### src/command_proc_settings.svh
`ifndef COMMAND_PROC_SETTINGS_SVH
`define COMMAND_PROC_SETTINGS_SVH

////////////////////
// link and register sizes
////////////////////

// stream word width, also the register width
`define CMD_DATA_W 32

// registers in the bank
`define CMD_NUM_REGS 16

// index bits into the bank
`define CMD_REG_ADDR_W 4

// fifo depths in entries
`define CMD_RX_DEPTH 4
`define CMD_RSP_DEPTH 4

`endif

### src/command_proc_pkg.sv
`include "command_proc_settings.svh"

package command_proc_pkg;

    ////////////////////
    // command and status codes
    ////////////////////

    // second word of a command packet
    typedef enum logic [31:0] {
        cmd_rd_reg = 32'd2,
        cmd_wr_reg = 32'd3
    } cmd_code_e;

    // second word of a response packet
    typedef enum logic [31:0] {
        st_ok       = 32'd0,
        st_bad_code = 32'd1,
        st_bad_reg  = 32'd2,
        st_short    = 32'd3
    } rsp_status_e;

    ////////////////////
    // records carried by the fifos
    ////////////////////

    // one word off the link, tlast kept alongside
    typedef struct packed {
        logic [`CMD_DATA_W-1:0] data;
        logic                   last;
    } rx_beat_t;

    // one response, framed later into 2 or 3 words
    typedef struct packed {
        logic [`CMD_DATA_W-1:0] csn;
        rsp_status_e            status;
        logic [`CMD_DATA_W-1:0] data;
        // set only for a good read
        logic                   has_data;
    } rsp_t;

endpackage

### src/cmd_parser.sv
`timescale 1ns/100ps

`include "command_proc_settings.svh"

module cmd_parser (
    input  logic                           clk,
    input  logic                           rst_n,
    // words from the rx fifo
    input  logic                           beat_valid,
    output logic                           beat_ready,
    input  command_proc_pkg::rx_beat_t     beat,
    // register bank
    output logic                           wr_en,
    output logic [`CMD_REG_ADDR_W-1:0]     wr_addr,
    output logic [`CMD_DATA_W-1:0]         wr_data,
    output logic [`CMD_REG_ADDR_W-1:0]     rd_addr,
    input  logic [`CMD_DATA_W-1:0]         rd_data,
    // records into the response fifo
    output logic                           rsp_valid,
    input  logic                           rsp_ready,
    output command_proc_pkg::rsp_t         rsp
);

    // bank size at full word width, for the range check
    localparam logic [`CMD_DATA_W-1:0] NUM_REGS_W = `CMD_NUM_REGS;

    // which word of the packet is expected next
    typedef enum logic [2:0] {
        S_CSN,
        S_CODE,
        S_REG,
        S_DATA,
        S_DISCARD
    } state_e;

    state_e                         state;
    state_e                         next_state;
    logic                           accept;
    logic                           push_needed;
    logic                           code_known;
    logic                           has_data;
    command_proc_pkg::rsp_status_e  status;
    logic [`CMD_DATA_W-1:0]         csn_q;
    command_proc_pkg::cmd_code_e    code_q;
    logic [`CMD_REG_ADDR_W-1:0]     reg_q;

    ////////////////////
    // decode of the current word
    ////////////////////

    assign code_known = (beat.data == command_proc_pkg::cmd_rd_reg) ||
                        (beat.data == command_proc_pkg::cmd_wr_reg);

    // status is settled at the word that ends the command
    always_comb begin
        push_needed = 1'b0;
        has_data    = 1'b0;
        status      = command_proc_pkg::st_ok;
        case (state)
            S_CSN: begin
                // packet was just the csn
                if (beat.last) begin
                    push_needed = 1'b1;
                    status      = command_proc_pkg::st_short;
                end
            end
            S_CODE: begin
                if (!code_known) begin
                    push_needed = 1'b1;
                    status      = command_proc_pkg::st_bad_code;
                end else if (beat.last) begin
                    push_needed = 1'b1;
                    status      = command_proc_pkg::st_short;
                end
            end
            S_REG: begin
                // range check covers the whole word, not just the index bits
                if (beat.data >= NUM_REGS_W) begin
                    push_needed = 1'b1;
                    status      = command_proc_pkg::st_bad_reg;
                end else if (code_q == command_proc_pkg::cmd_rd_reg) begin
                    push_needed = 1'b1;
                    has_data    = 1'b1;
                end else if (beat.last) begin
                    // write with no data word
                    push_needed = 1'b1;
                    status      = command_proc_pkg::st_short;
                end
            end
            S_DATA: begin
                push_needed = 1'b1;
            end
            default: begin
                push_needed = 1'b0;
            end
        endcase
    end

    // a word that pushes a record waits for fifo room
    assign beat_ready = !push_needed || rsp_ready;
    assign accept     = beat_valid && beat_ready;
    assign rsp_valid  = beat_valid && push_needed;

    always_comb begin
        if (push_needed) begin
            // leftovers after the deciding word are dropped
            next_state = beat.last ? S_CSN : S_DISCARD;
        end else begin
            case (state)
                S_CSN:   next_state = S_CODE;
                S_CODE:  next_state = S_REG;
                S_REG:   next_state = S_DATA;
                default: next_state = beat.last ? S_CSN : S_DISCARD;
            endcase
        end
    end

    ////////////////////
    // state and latched fields
    ////////////////////

    always_ff @(posedge clk) begin
        if (!rst_n) begin
            state <= S_CSN;
        end else if (accept) begin
            state <= next_state;
        end
    end

    always_ff @(posedge clk) begin
        if (accept) begin
            case (state)
                S_CSN:   csn_q  <= beat.data;
                S_CODE:  code_q <= command_proc_pkg::cmd_code_e'(beat.data);
                S_REG:   reg_q  <= beat.data[`CMD_REG_ADDR_W-1:0];
                default: ;
            endcase
        end
    end

    ////////////////////
    // bank access and record
    ////////////////////

    // write lands on the edge that takes the data word
    assign wr_en   = accept && (state == S_DATA);
    assign wr_addr = reg_q;
    assign wr_data = beat.data;
    // read index comes straight off the register-number word
    assign rd_addr = beat.data[`CMD_REG_ADDR_W-1:0];

    // csn is still on the wire when the packet ends at word one
    assign rsp.csn      = (state == S_CSN) ? beat.data : csn_q;
    assign rsp.status   = status;
    assign rsp.data     = has_data ? rd_data : '0;
    assign rsp.has_data = has_data;

endmodule

### src/cmd_reg_bank.sv
`timescale 1ns/100ps

`include "command_proc_settings.svh"

module cmd_reg_bank (
    input  logic                       clk,
    input  logic                       rst_n,
    input  logic                       wr_en,
    input  logic [`CMD_REG_ADDR_W-1:0] wr_addr,
    input  logic [`CMD_DATA_W-1:0]     wr_data,
    input  logic [`CMD_REG_ADDR_W-1:0] rd_addr,
    output logic [`CMD_DATA_W-1:0]     rd_data
);

    logic [`CMD_DATA_W-1:0] regs [`CMD_NUM_REGS];

    ////////////////////
    // write port
    ////////////////////

    // all registers come up as zero
    always_ff @(posedge clk) begin
        if (!rst_n) begin
            for (int i = 0; i < `CMD_NUM_REGS; i++) begin
                regs[i] <= '0;
            end
        end else if (wr_en) begin
            regs[wr_addr] <= wr_data;
        end
    end

    ////////////////////
    // read port
    ////////////////////

    // combinational, the parser samples it the cycle the index arrives
    assign rd_data = regs[rd_addr];

endmodule

### src/command_top.sv
`timescale 1ns/100ps

`include "command_proc_settings.svh"

module command_top (
    input  logic                   clk,
    input  logic                   rst_n,
    // rx link stream
    input  logic [`CMD_DATA_W-1:0] rx_data,
    input  logic                   rx_tvalid,
    input  logic                   rx_tlast,
    output logic                   rx_tready,
    // tx link stream
    output logic [`CMD_DATA_W-1:0] tx_data,
    output logic                   tx_tvalid,
    output logic                   tx_tlast,
    input  logic                   tx_tready
);

    ////////////////////
    // internal wires
    ////////////////////

    command_proc_pkg::rx_beat_t    rx_beat;
    command_proc_pkg::rx_beat_t    beat;
    logic                          beat_valid;
    logic                          beat_ready;

    logic                          wr_en;
    logic [`CMD_REG_ADDR_W-1:0]    wr_addr;
    logic [`CMD_DATA_W-1:0]        wr_data;
    logic [`CMD_REG_ADDR_W-1:0]    rd_addr;
    logic [`CMD_DATA_W-1:0]        rd_data;

    command_proc_pkg::rsp_t        rsp_in;
    logic                          rsp_in_valid;
    logic                          rsp_in_ready;
    command_proc_pkg::rsp_t        rsp_out;
    logic                          rsp_out_valid;
    logic                          rsp_out_ready;

    // link word and its tlast stored together
    assign rx_beat.data = rx_data;
    assign rx_beat.last = rx_tlast;

    ////////////////////
    // rx side
    ////////////////////

    stream_fifo #(
        .payload_t (command_proc_pkg::rx_beat_t),
        .DEPTH     (`CMD_RX_DEPTH)
    ) rx_fifo (
        .clk        (clk),
        .rst_n      (rst_n),
        .push_valid (rx_tvalid),
        .push_ready (rx_tready),
        .push_data  (rx_beat),
        .pop_valid  (beat_valid),
        .pop_ready  (beat_ready),
        .pop_data   (beat)
    );

    cmd_parser i_cmd_parser (
        .clk        (clk),
        .rst_n      (rst_n),
        .beat_valid (beat_valid),
        .beat_ready (beat_ready),
        .beat       (beat),
        .wr_en      (wr_en),
        .wr_addr    (wr_addr),
        .wr_data    (wr_data),
        .rd_addr    (rd_addr),
        .rd_data    (rd_data),
        .rsp_valid  (rsp_in_valid),
        .rsp_ready  (rsp_in_ready),
        .rsp        (rsp_in)
    );

    cmd_reg_bank i_cmd_reg_bank (
        .clk     (clk),
        .rst_n   (rst_n),
        .wr_en   (wr_en),
        .wr_addr (wr_addr),
        .wr_data (wr_data),
        .rd_addr (rd_addr),
        .rd_data (rd_data)
    );

    ////////////////////
    // tx side
    ////////////////////

    stream_fifo #(
        .payload_t (command_proc_pkg::rsp_t),
        .DEPTH     (`CMD_RSP_DEPTH)
    ) rsp_fifo (
        .clk        (clk),
        .rst_n      (rst_n),
        .push_valid (rsp_in_valid),
        .push_ready (rsp_in_ready),
        .push_data  (rsp_in),
        .pop_valid  (rsp_out_valid),
        .pop_ready  (rsp_out_ready),
        .pop_data   (rsp_out)
    );

    rsp_framer i_rsp_framer (
        .clk       (clk),
        .rst_n     (rst_n),
        .rsp_valid (rsp_out_valid),
        .rsp_ready (rsp_out_ready),
        .rsp       (rsp_out),
        .tx_data   (tx_data),
        .tx_tvalid (tx_tvalid),
        .tx_tlast  (tx_tlast),
        .tx_tready (tx_tready)
    );

endmodule

### src/rsp_framer.sv
`timescale 1ns/100ps

`include "command_proc_settings.svh"

module rsp_framer (
    input  logic                       clk,
    input  logic                       rst_n,
    // records from the response fifo
    input  logic                       rsp_valid,
    output logic                       rsp_ready,
    input  command_proc_pkg::rsp_t     rsp,
    // tx link stream
    output logic [`CMD_DATA_W-1:0]     tx_data,
    output logic                       tx_tvalid,
    output logic                       tx_tlast,
    input  logic                       tx_tready
);

    // word position inside the current response
    logic [1:0] idx;
    logic       last_word;
    logic       xfer;

    ////////////////////
    // word select
    ////////////////////

    // record stays at the fifo head until its last word goes out
    always_comb begin
        case (idx)
            2'd0:    tx_data = rsp.csn;
            2'd1:    tx_data = rsp.status;
            2'd2:    tx_data = rsp.data;
            default: tx_data = '0;
        endcase
    end

    // two words without data, three with
    assign last_word = ((idx == 2'd1) && !rsp.has_data) || (idx == 2'd2);

    ////////////////////
    // handshake
    ////////////////////

    // low out of reset since the fifo starts empty
    assign tx_tvalid = rsp_valid;
    assign tx_tlast  = last_word;
    assign xfer      = tx_tvalid && tx_tready;
    // pop only with the final word
    assign rsp_ready = tx_tready && last_word;

    ////////////////////
    // word index
    ////////////////////

    always_ff @(posedge clk) begin
        if (!rst_n) begin
            idx <= 2'd0;
        end else if (xfer) begin
            if (last_word) begin
                idx <= 2'd0;
            end else begin
                idx <= idx + 2'd1;
            end
        end
    end

endmodule

### src/stream_fifo.sv
`timescale 1ns/100ps

module stream_fifo #(
    parameter type payload_t = logic [31:0],
    parameter int  DEPTH     = 4
) (
    input  logic     clk,
    input  logic     rst_n,
    input  logic     push_valid,
    output logic     push_ready,
    input  payload_t push_data,
    output logic     pop_valid,
    input  logic     pop_ready,
    output payload_t pop_data
);

    // pointer and count widths
    localparam int AW = (DEPTH > 1) ? $clog2(DEPTH) : 1;
    localparam int CW = $clog2(DEPTH + 1);

    payload_t       mem [DEPTH];
    logic [AW-1:0]  wr_ptr;
    logic [AW-1:0]  rd_ptr;
    logic [CW-1:0]  count;
    logic           do_push;
    logic           do_pop;

    ////////////////////
    // handshake
    ////////////////////

    // ready only while there is room
    assign push_ready = (count != CW'(DEPTH));
    // valid whenever something is stored
    assign pop_valid  = (count != '0);
    // head of the queue, read straight from storage
    assign pop_data   = mem[rd_ptr];

    assign do_push = push_valid && push_ready;
    assign do_pop  = pop_valid && pop_ready;

    ////////////////////
    // storage
    ////////////////////

    always_ff @(posedge clk) begin
        if (do_push) begin
            mem[wr_ptr] <= push_data;
        end
    end

    ////////////////////
    // pointers and occupancy
    ////////////////////

    always_ff @(posedge clk) begin
        if (!rst_n) begin
            wr_ptr <= '0;
            rd_ptr <= '0;
            count  <= '0;
        end else begin
            if (do_push) begin
                // wrap explicitly, depth need not be a power of two
                wr_ptr <= (wr_ptr == AW'(DEPTH - 1)) ? '0 : wr_ptr + 1'b1;
            end
            if (do_pop) begin
                rd_ptr <= (rd_ptr == AW'(DEPTH - 1)) ? '0 : rd_ptr + 1'b1;
            end
            // simultaneous push and pop leaves the count alone
            if (do_push && !do_pop) begin
                count <= count + 1'b1;
            end else if (do_pop && !do_push) begin
                count <= count - 1'b1;
            end
        end
    end

endmodule

### config.mk
export PLATFORM = sky130hd
export DESIGN_NAME = command_top
export DESIGN_NICKNAME = d
export VERILOG_FILES = /design/src/command_proc_pkg.sv /design/src/cmd_parser.sv /design/src/cmd_reg_bank.sv /design/src/command_top.sv /design/src/rsp_framer.sv /design/src/stream_fifo.sv
export VERILOG_INCLUDE_DIRS = /design/src /design/src/src
export SDC_FILE = /design/constraint.sdc
export NUM_CORES = 1
export LEC_CHECK = 0
export ABC_CLOCK_PERIOD_IN_PS = 14220
export BUFFER_PORTS_ARGS = -buffer_cell sky130_fd_sc_hd__buf_2
export CAP_MARGIN = 30
export CORE_MARGIN = 2
export CORE_UTILIZATION = 30
export DETAILED_ROUTE_END_ITERATION = 8
export PLACE_DENSITY = 0.42
export SLEW_MARGIN = 0
export SYNTH_ARGS = -nofsm -noshare
export SYNTH_HDL_FRONTEND = slang
export SYNTH_HIERARCHICAL = 1
export SYNTH_SLANG_ARGS = --single-unit
export TNS_END_PERCENT = 10
### constraint.sdc
create_clock -name clk -period 14.22 [get_ports clk]
set_input_delay 2.844 -clock clk [delete_from_list [all_inputs] [get_ports clk]]
set_output_delay 2.844 -clock clk [all_outputs]
set_load 0.01 [all_outputs]
# [After elaboration in Yosys (flattened, before gate mapping)]
# Memory sizes are Yosys's and may differ from the RTL's. A register that Yosys moved wholly into a read port is not among the register bits.
# Cells that the tools add are included.
[classes] reduce_logical=31 n_mux=43 eq_ne=14 addsub=9 n_lt_le_gt_ge=1
[op_table] operator="$mux 32" count=6
[op_table] operator="$pmux 32 s3" count=2
[op_table] operator="$eq 32x2->1 const B" count=3
[op_table] operator="$ge 32x5->1 const B" count=1
[op_table] operator="$reduce_or 32->1" count=1
[op_table] operator="$mux 2" count=10
[op_table] operator="$mux 3" count=6
[op_table] operator="$mux 1" count=16
[op_table] operator="$logic_and 1x1->1" count=13
[op_table] operator="$add 2x1->2 const B" count=5
[op_table] operator="$eq 2x2->1 const B" count=5
[op_table] operator="$pmux 3 s3" count=1
[op_table] operator="$add 3x1->3 const B" count=2
[op_table] operator="$eq 3x2->1 const B" count=2
[op_table] operator="$logic_not 1->1" count=6
[op_table] operator="$ne 3x3->1 const B" count=2
[op_table] operator="$reduce_bool 3->1" count=2
[op_table] operator="$sub 3x1->3 const B" count=2
[op_table] operator="$mux 4" count=1
[op_table] operator="$pmux 1 s4" count=1
[op_table] operator="$reduce_and 2->1" count=2
[op_table] operator="$reduce_bool 2->1" count=2
[op_table] operator="$eq 3x1->1 const B" count=1
[op_table] operator="$logic_not 3->1" count=1
[op_table] operator="3 further kinds" count=5
[totals] memories=3 mem_bits_rw=1032 out_inout_bits=35 register_bits=87
[mem_list] memory="i_cmd_reg_bank.regs" words=16 word_bits=32 read_ports=1 rd_ports_with_merged_regs=0 write_ports=16 line_no="cmd_reg_bank.sv:15" text="logic [`CMD_DATA_W-1:0] regs [`CMD_NUM_REGS];"
[mem_list] memory="rsp_fifo.mem" words=4 word_bits=97 read_ports=1 rd_ports_with_merged_regs=1 write_ports=1 line_no="stream_fifo.sv:21" text="payload_t mem [DEPTH];"
[mem_list] memory="rx_fifo.mem" words=4 word_bits=33 read_ports=1 rd_ports_with_merged_regs=1 write_ports=1 line_no="stream_fifo.sv:21"

# [Logic depth before layout (Yosys ltp)]
[logic_depth] word_depth=13 depth_mapped=16 depth_no_buf=13

# [Hierarchy]
# The synthesis kept the hierarchy.
[by_module_without_submodules] mod="cmd_reg_bank" cells_each=1416 area_per_inst_um2=22818.1 seq_area_each_um2=15374.7 instances=1
[by_module_without_submodules] mod="stream_fifo at rsp_fifo" cells_each=558 area_per_inst_um2=14455.1 seq_area_each_um2=11831.3 instances=1
[by_module_without_submodules] mod="stream_fifo at rx_fifo" cells_each=224 area_per_inst_um2=5245.0 seq_area_each_um2=4144.0 instances=1
[by_module_without_submodules] mod="cmd_parser" cells_each=279 area_per_inst_um2=3701.0 seq_area_each_um2=2102.0 instances=1
[by_module_without_submodules] mod="rsp_framer" cells_each=98 area_per_inst_um2=729.4 seq_area_each_um2=40.0 instances=1

# [Worst setup path after synthesis]
# No wires, ideal clock.
[synth_path] path_type="register to register" from="reg with a tool-made name" to="reg i_cmd_parser.code_q[0] (enable)" n_path_buf=2 t_required_ps=13707 path_slack_ps=8016 t_arrival_ps=5690 stages_incl_launch_ff=8 path_cell_list="dfxtp_1 buf_2 buf_4 mux4_2 or4b_1 nor3_1 o311ai_0 nor4b_1"
[synth_rtl] item="to (signal assigned)" line_no="cmd_parser.sv:134" text="S_CODE: code_q <= command_proc_pkg::cmd_code_e'(beat.data);"
[synth_rtl] item="to (decl)" line_no="cmd_parser.sv:44" text="command_proc_pkg::cmd_code_e code_q;"

==> flow_metrics.env <==
export IMPL_finalMaxSlewViolations=0
export IMPL_dp_cells=4558
export IMPL_drive_gt1_share_pct=25.02
export IMPL_wl_per_cell_um=27.60
export IMPL_cts_buffers=131
export IMPL_overflow=0
export IMPL_fin_skew_ns=0.03055
export IMPL_status="finished clean"
export IMPL_worst_pin_slew_ns=1.030
export IMPL_switching_share_pct=32.58
export IMPL_cts_num_sinks=1123
export IMPL_vias=23510
export IMPL_synth_simple_area_share_pct=9.405
export IMPL_die_y_um=399.6
export IMPL_fin_cells=4811
export IMPL_synth_most_common_cell="edfxtp_1"
export IMPL_max_stage_delay_ns=0.88
export IMPL_cp_end_kind="flip-flop"
export IMPL_synth_cells=2575
export IMPL_cpMostUsedCell="buf_4"
export IMPL_vias_per_cell=4.886
export IMPL_initial_core_util_pct=30.13
export IMPL_post_place_ws_ns=7.353
export IMPL_fin_crit_sh_pct=47.94
export IMPL_cts_hold_buf=0
export IMPL_p_per_area_nw_per_um2=194.2
export IMPL_combPwrFrac_pct=27.4
export IMPL_slowest_stage="mux4_2"
export IMPL_fin_util_pct=34.53
export IMPL_dominantRegCellSynth="edfxtp_1"
export IMPL_final_setup_tns_ns=0
export IMPL_path_cells="buf_4, mux4_2, or4b_1, nor3_1, o311ai_0, nor4bb_1, nand4_1, nor3_4, buf_4, nand2b_2, buf_4"
export IMPL_path_class="flip-flop to flip-flop"
export IMPL_cp_data_arrival_time_ns=7.23
export IMPL_setup_ws_ns=7.403
export IMPL_ys_seq_elements=1123
export IMPL_synth_fa_ha_area_share_pct=0.5383
export IMPL_yosysSeqAreaShare_pct=71.34
export IMPL_cts_setup_buffers=0
export IMPL_clock_path_buffers=3
export IMPL_rsz0062_at_grt="false"
export IMPL_hold_ws_ns=0.5095
export IMPL_cts_tree="done"
export IMPL_portBuffers=71
export IMPL_dieArea_sq_um=159700
export IMPL_synth_common_cells="edfxtp_1 (1100), and2_1 (536), mux4_2 (258)"
export IMPL_ys_top_cells_by_area="edfxtp_1 (70%), mux4_2 (12%), and2_1 (7.1%), buf_4 (1.3%), a22oi_1 (1.0%)"
export IMPL_async_flop_share_pct=0
export IMPL_pin_count=72
export IMPL_fmax_mhz=146.7
export IMPL_synth_top_family_by_area="multiplexers"
export IMPL_ir_drop_uv=92.85
export IMPL_die_w_um=399.6
export IMPL_cts_clk_slew_worst_paths_ns=0.06
export IMPL_core_area_sq_um=155800
export IMPL_rows=145
export IMPL_cp_top_family="simple AND/OR/NAND/NOR gates"
export IMPL_maxCapViolCount=0
export IMPL_hpwl_um=78200
export IMPL_ys_types=61
export IMPL_clk_latency_ns=0.76
export IMPL_finalCriticalPeriod_ns=6.817
export IMPL_slew_limit_headroom_pct=30.45
export IMPL_muxShareOfSynthArea_pct=13.25
export IMPL_synth_compound_area_share_pct=2.332
export IMPL_rrSetupSlack_ns=7.40
export IMPL_ant_nets=0
export IMPL_p_int_mw=7.047
export IMPL_drt_iter0_markers=2005
export IMPL_path_buf_inv=3
export IMPL_placed_area_sq_um=49610
export IMPL_final_hold_viol_count=0
export IMPL_root_buffer="clkbuf_16"
export IMPL_ctsResizeCount=0
export IMPL_grt_use_total_pct=16.79
export IMPL_grt_pass1_vias=24910
export IMPL_syn_area_per_cell_sq_um=18.23
export IMPL_globalplace_congestion=0.7491
export IMPL_clkPwrFrac_pct=31.1
export IMPL_grt_max_degree=56
export IMPL_crit_fanout=33
export IMPL_areaGrowthSynthToFinish_pct=14.63
export IMPL_grt_pass1_wl_um=188000
export IMPL_dr_pass1_iters=8
export IMPL_htree_levels=4
export IMPL_required_ns=14.63
export IMPL_pwr_share_seq_pct=41.6
export IMPL_netlist_area_sq_um=46950
export IMPL_fin_area_sq_um=53820
export IMPL_nets=2691
export IMPL_power_switching_mw=3.405
export IMPL_drc_errors=0
export IMPL_yosys_area_top_type="edfxtp_1"
export IMPL_synthXorXnorAreaFrac_pct=0.07462
export IMPL_worstSetupStartpointType="flip-flop"
export IMPL_wl_um=132800
export IMPL_worstHoldPathType="flip-flop to flip-flop"
export IMPL_synth_edf_count=1100
export IMPL_antenna_found_initial=19
export IMPL_yosysWarnings=6
export IMPL_finalSetupViolations=0
export IMPL_synth_top_cell_area_share_pct=70.36
export IMPL_power_leakage_nw=18.08
export IMPL_p_total_mw=10.45
## layout make-up
class,count,area (sq um)
fillers,14590,102000
repair buffers,149,1142
inverters,9,33.78
diodes,15,37.54
clock buffers,166,3461
well taps,2058,2575
multi-input cells,1221,12390
flip-flops and latches,1123,33500
clock inverters,70,678.2
## logic make-up after synthesis
kind of cell	Yosys count
xor+xnor	4
fa+ha+maj	19
simple gates	731
other cells	1
flops	1123
mux	295
compound gates	142
buf+inv	260
## flip-flops by register name (all words and copies together), names as in the netlist, named ones only
signal and count:
rsp_fifo/count 3, i_cmd_parser/code_q 32, i_rsp_framer/idx 2, i_cmd_reg_bank/regs 512, rsp_fifo/wr_ptr 2, rx_fifo/rd_ptr 2
rx_fifo/wr_ptr 2, rx_fifo/mem 132, i_cmd_parser/wr_addr 4, rsp_fifo/mem 388, rx_fifo/count 3, i_cmd_parser/csn_q 32
rsp_fifo/rd_ptr 2, i_cmd_parser/state 3
## routing by layer
| layer | track usage, % | wire, um | up-vias |
|---|---|---|---|
| met5 | 0 | 13 | - |
| met4 | 5.646 | 3451 | 2 |
| met3 | 2.667 | 6175 | 164 |
| met2 | 27.75 | 65400 | 594 |
| met1 | 22.51 | 57760 | 12650 |
| li1 | - | - | 10090 |
## path summary, 6_finish.rpt
kind | startpoint | end | cells after the start
hold / removal | rsp_fifo/wr_ptr[1]$_SDFFE_PN0P_ | rsp_fifo/wr_ptr[1]$_SDFFE_PN0P_ | 2
setup / recovery | flip-flop | i_cmd_reg_bank/regs[12][7]$_SDFFCE_PN0P_ | 11
setup reg to reg | flip-flop | i_cmd_reg_bank/regs[12][7]$_SDFFCE_PN0P_ | 11
hold reg to reg | rsp_fifo/wr_ptr[1]$_SDFFE_PN0P_ | rsp_fifo/wr_ptr[1]$_SDFFE_PN0P_ | 2
## worst min-delay path: cells and delay by family, from the launching register on
family           cells  cell delay [ns]
DFF                  1             0.34
and+or+nand+nor      1             0.06
muxes                1             0.06
## power groups by stage
stage / clock (mW) / combinational, mW / sequential, mW
global route: 3.46 / 3.07 / 4.38
floorplan: 0 / 1.76 / 4.37
finish: 3.25 / 2.86 / 4.35
detailed placement: 0 / 2.96 / 4.42
CTS: 3.34 / 2.97 / 4.35
global placement: 0 / 2.91 / 4.40
## cell usage in the layout, fill, tap and decap left out, types with 20 or more instances in the layout
cell type,Yosys,routed
a222oi_1,32,32
a22oi_1,64,64
and2_1,536,536
buf_2,26,71
buf_4,83,61
clkbuf_1,115,31
clkbuf_16,0,132
clkinv_1,0,33
conb_1,1,30
dfxtp_1,23,20
edfxtp_1,1100,1100
mux2_2,32,32
mux4_2,258,256
nand2_1,47,47
nor2_1,56,43
Note: power is estimated with default switching activity, not from simulation.
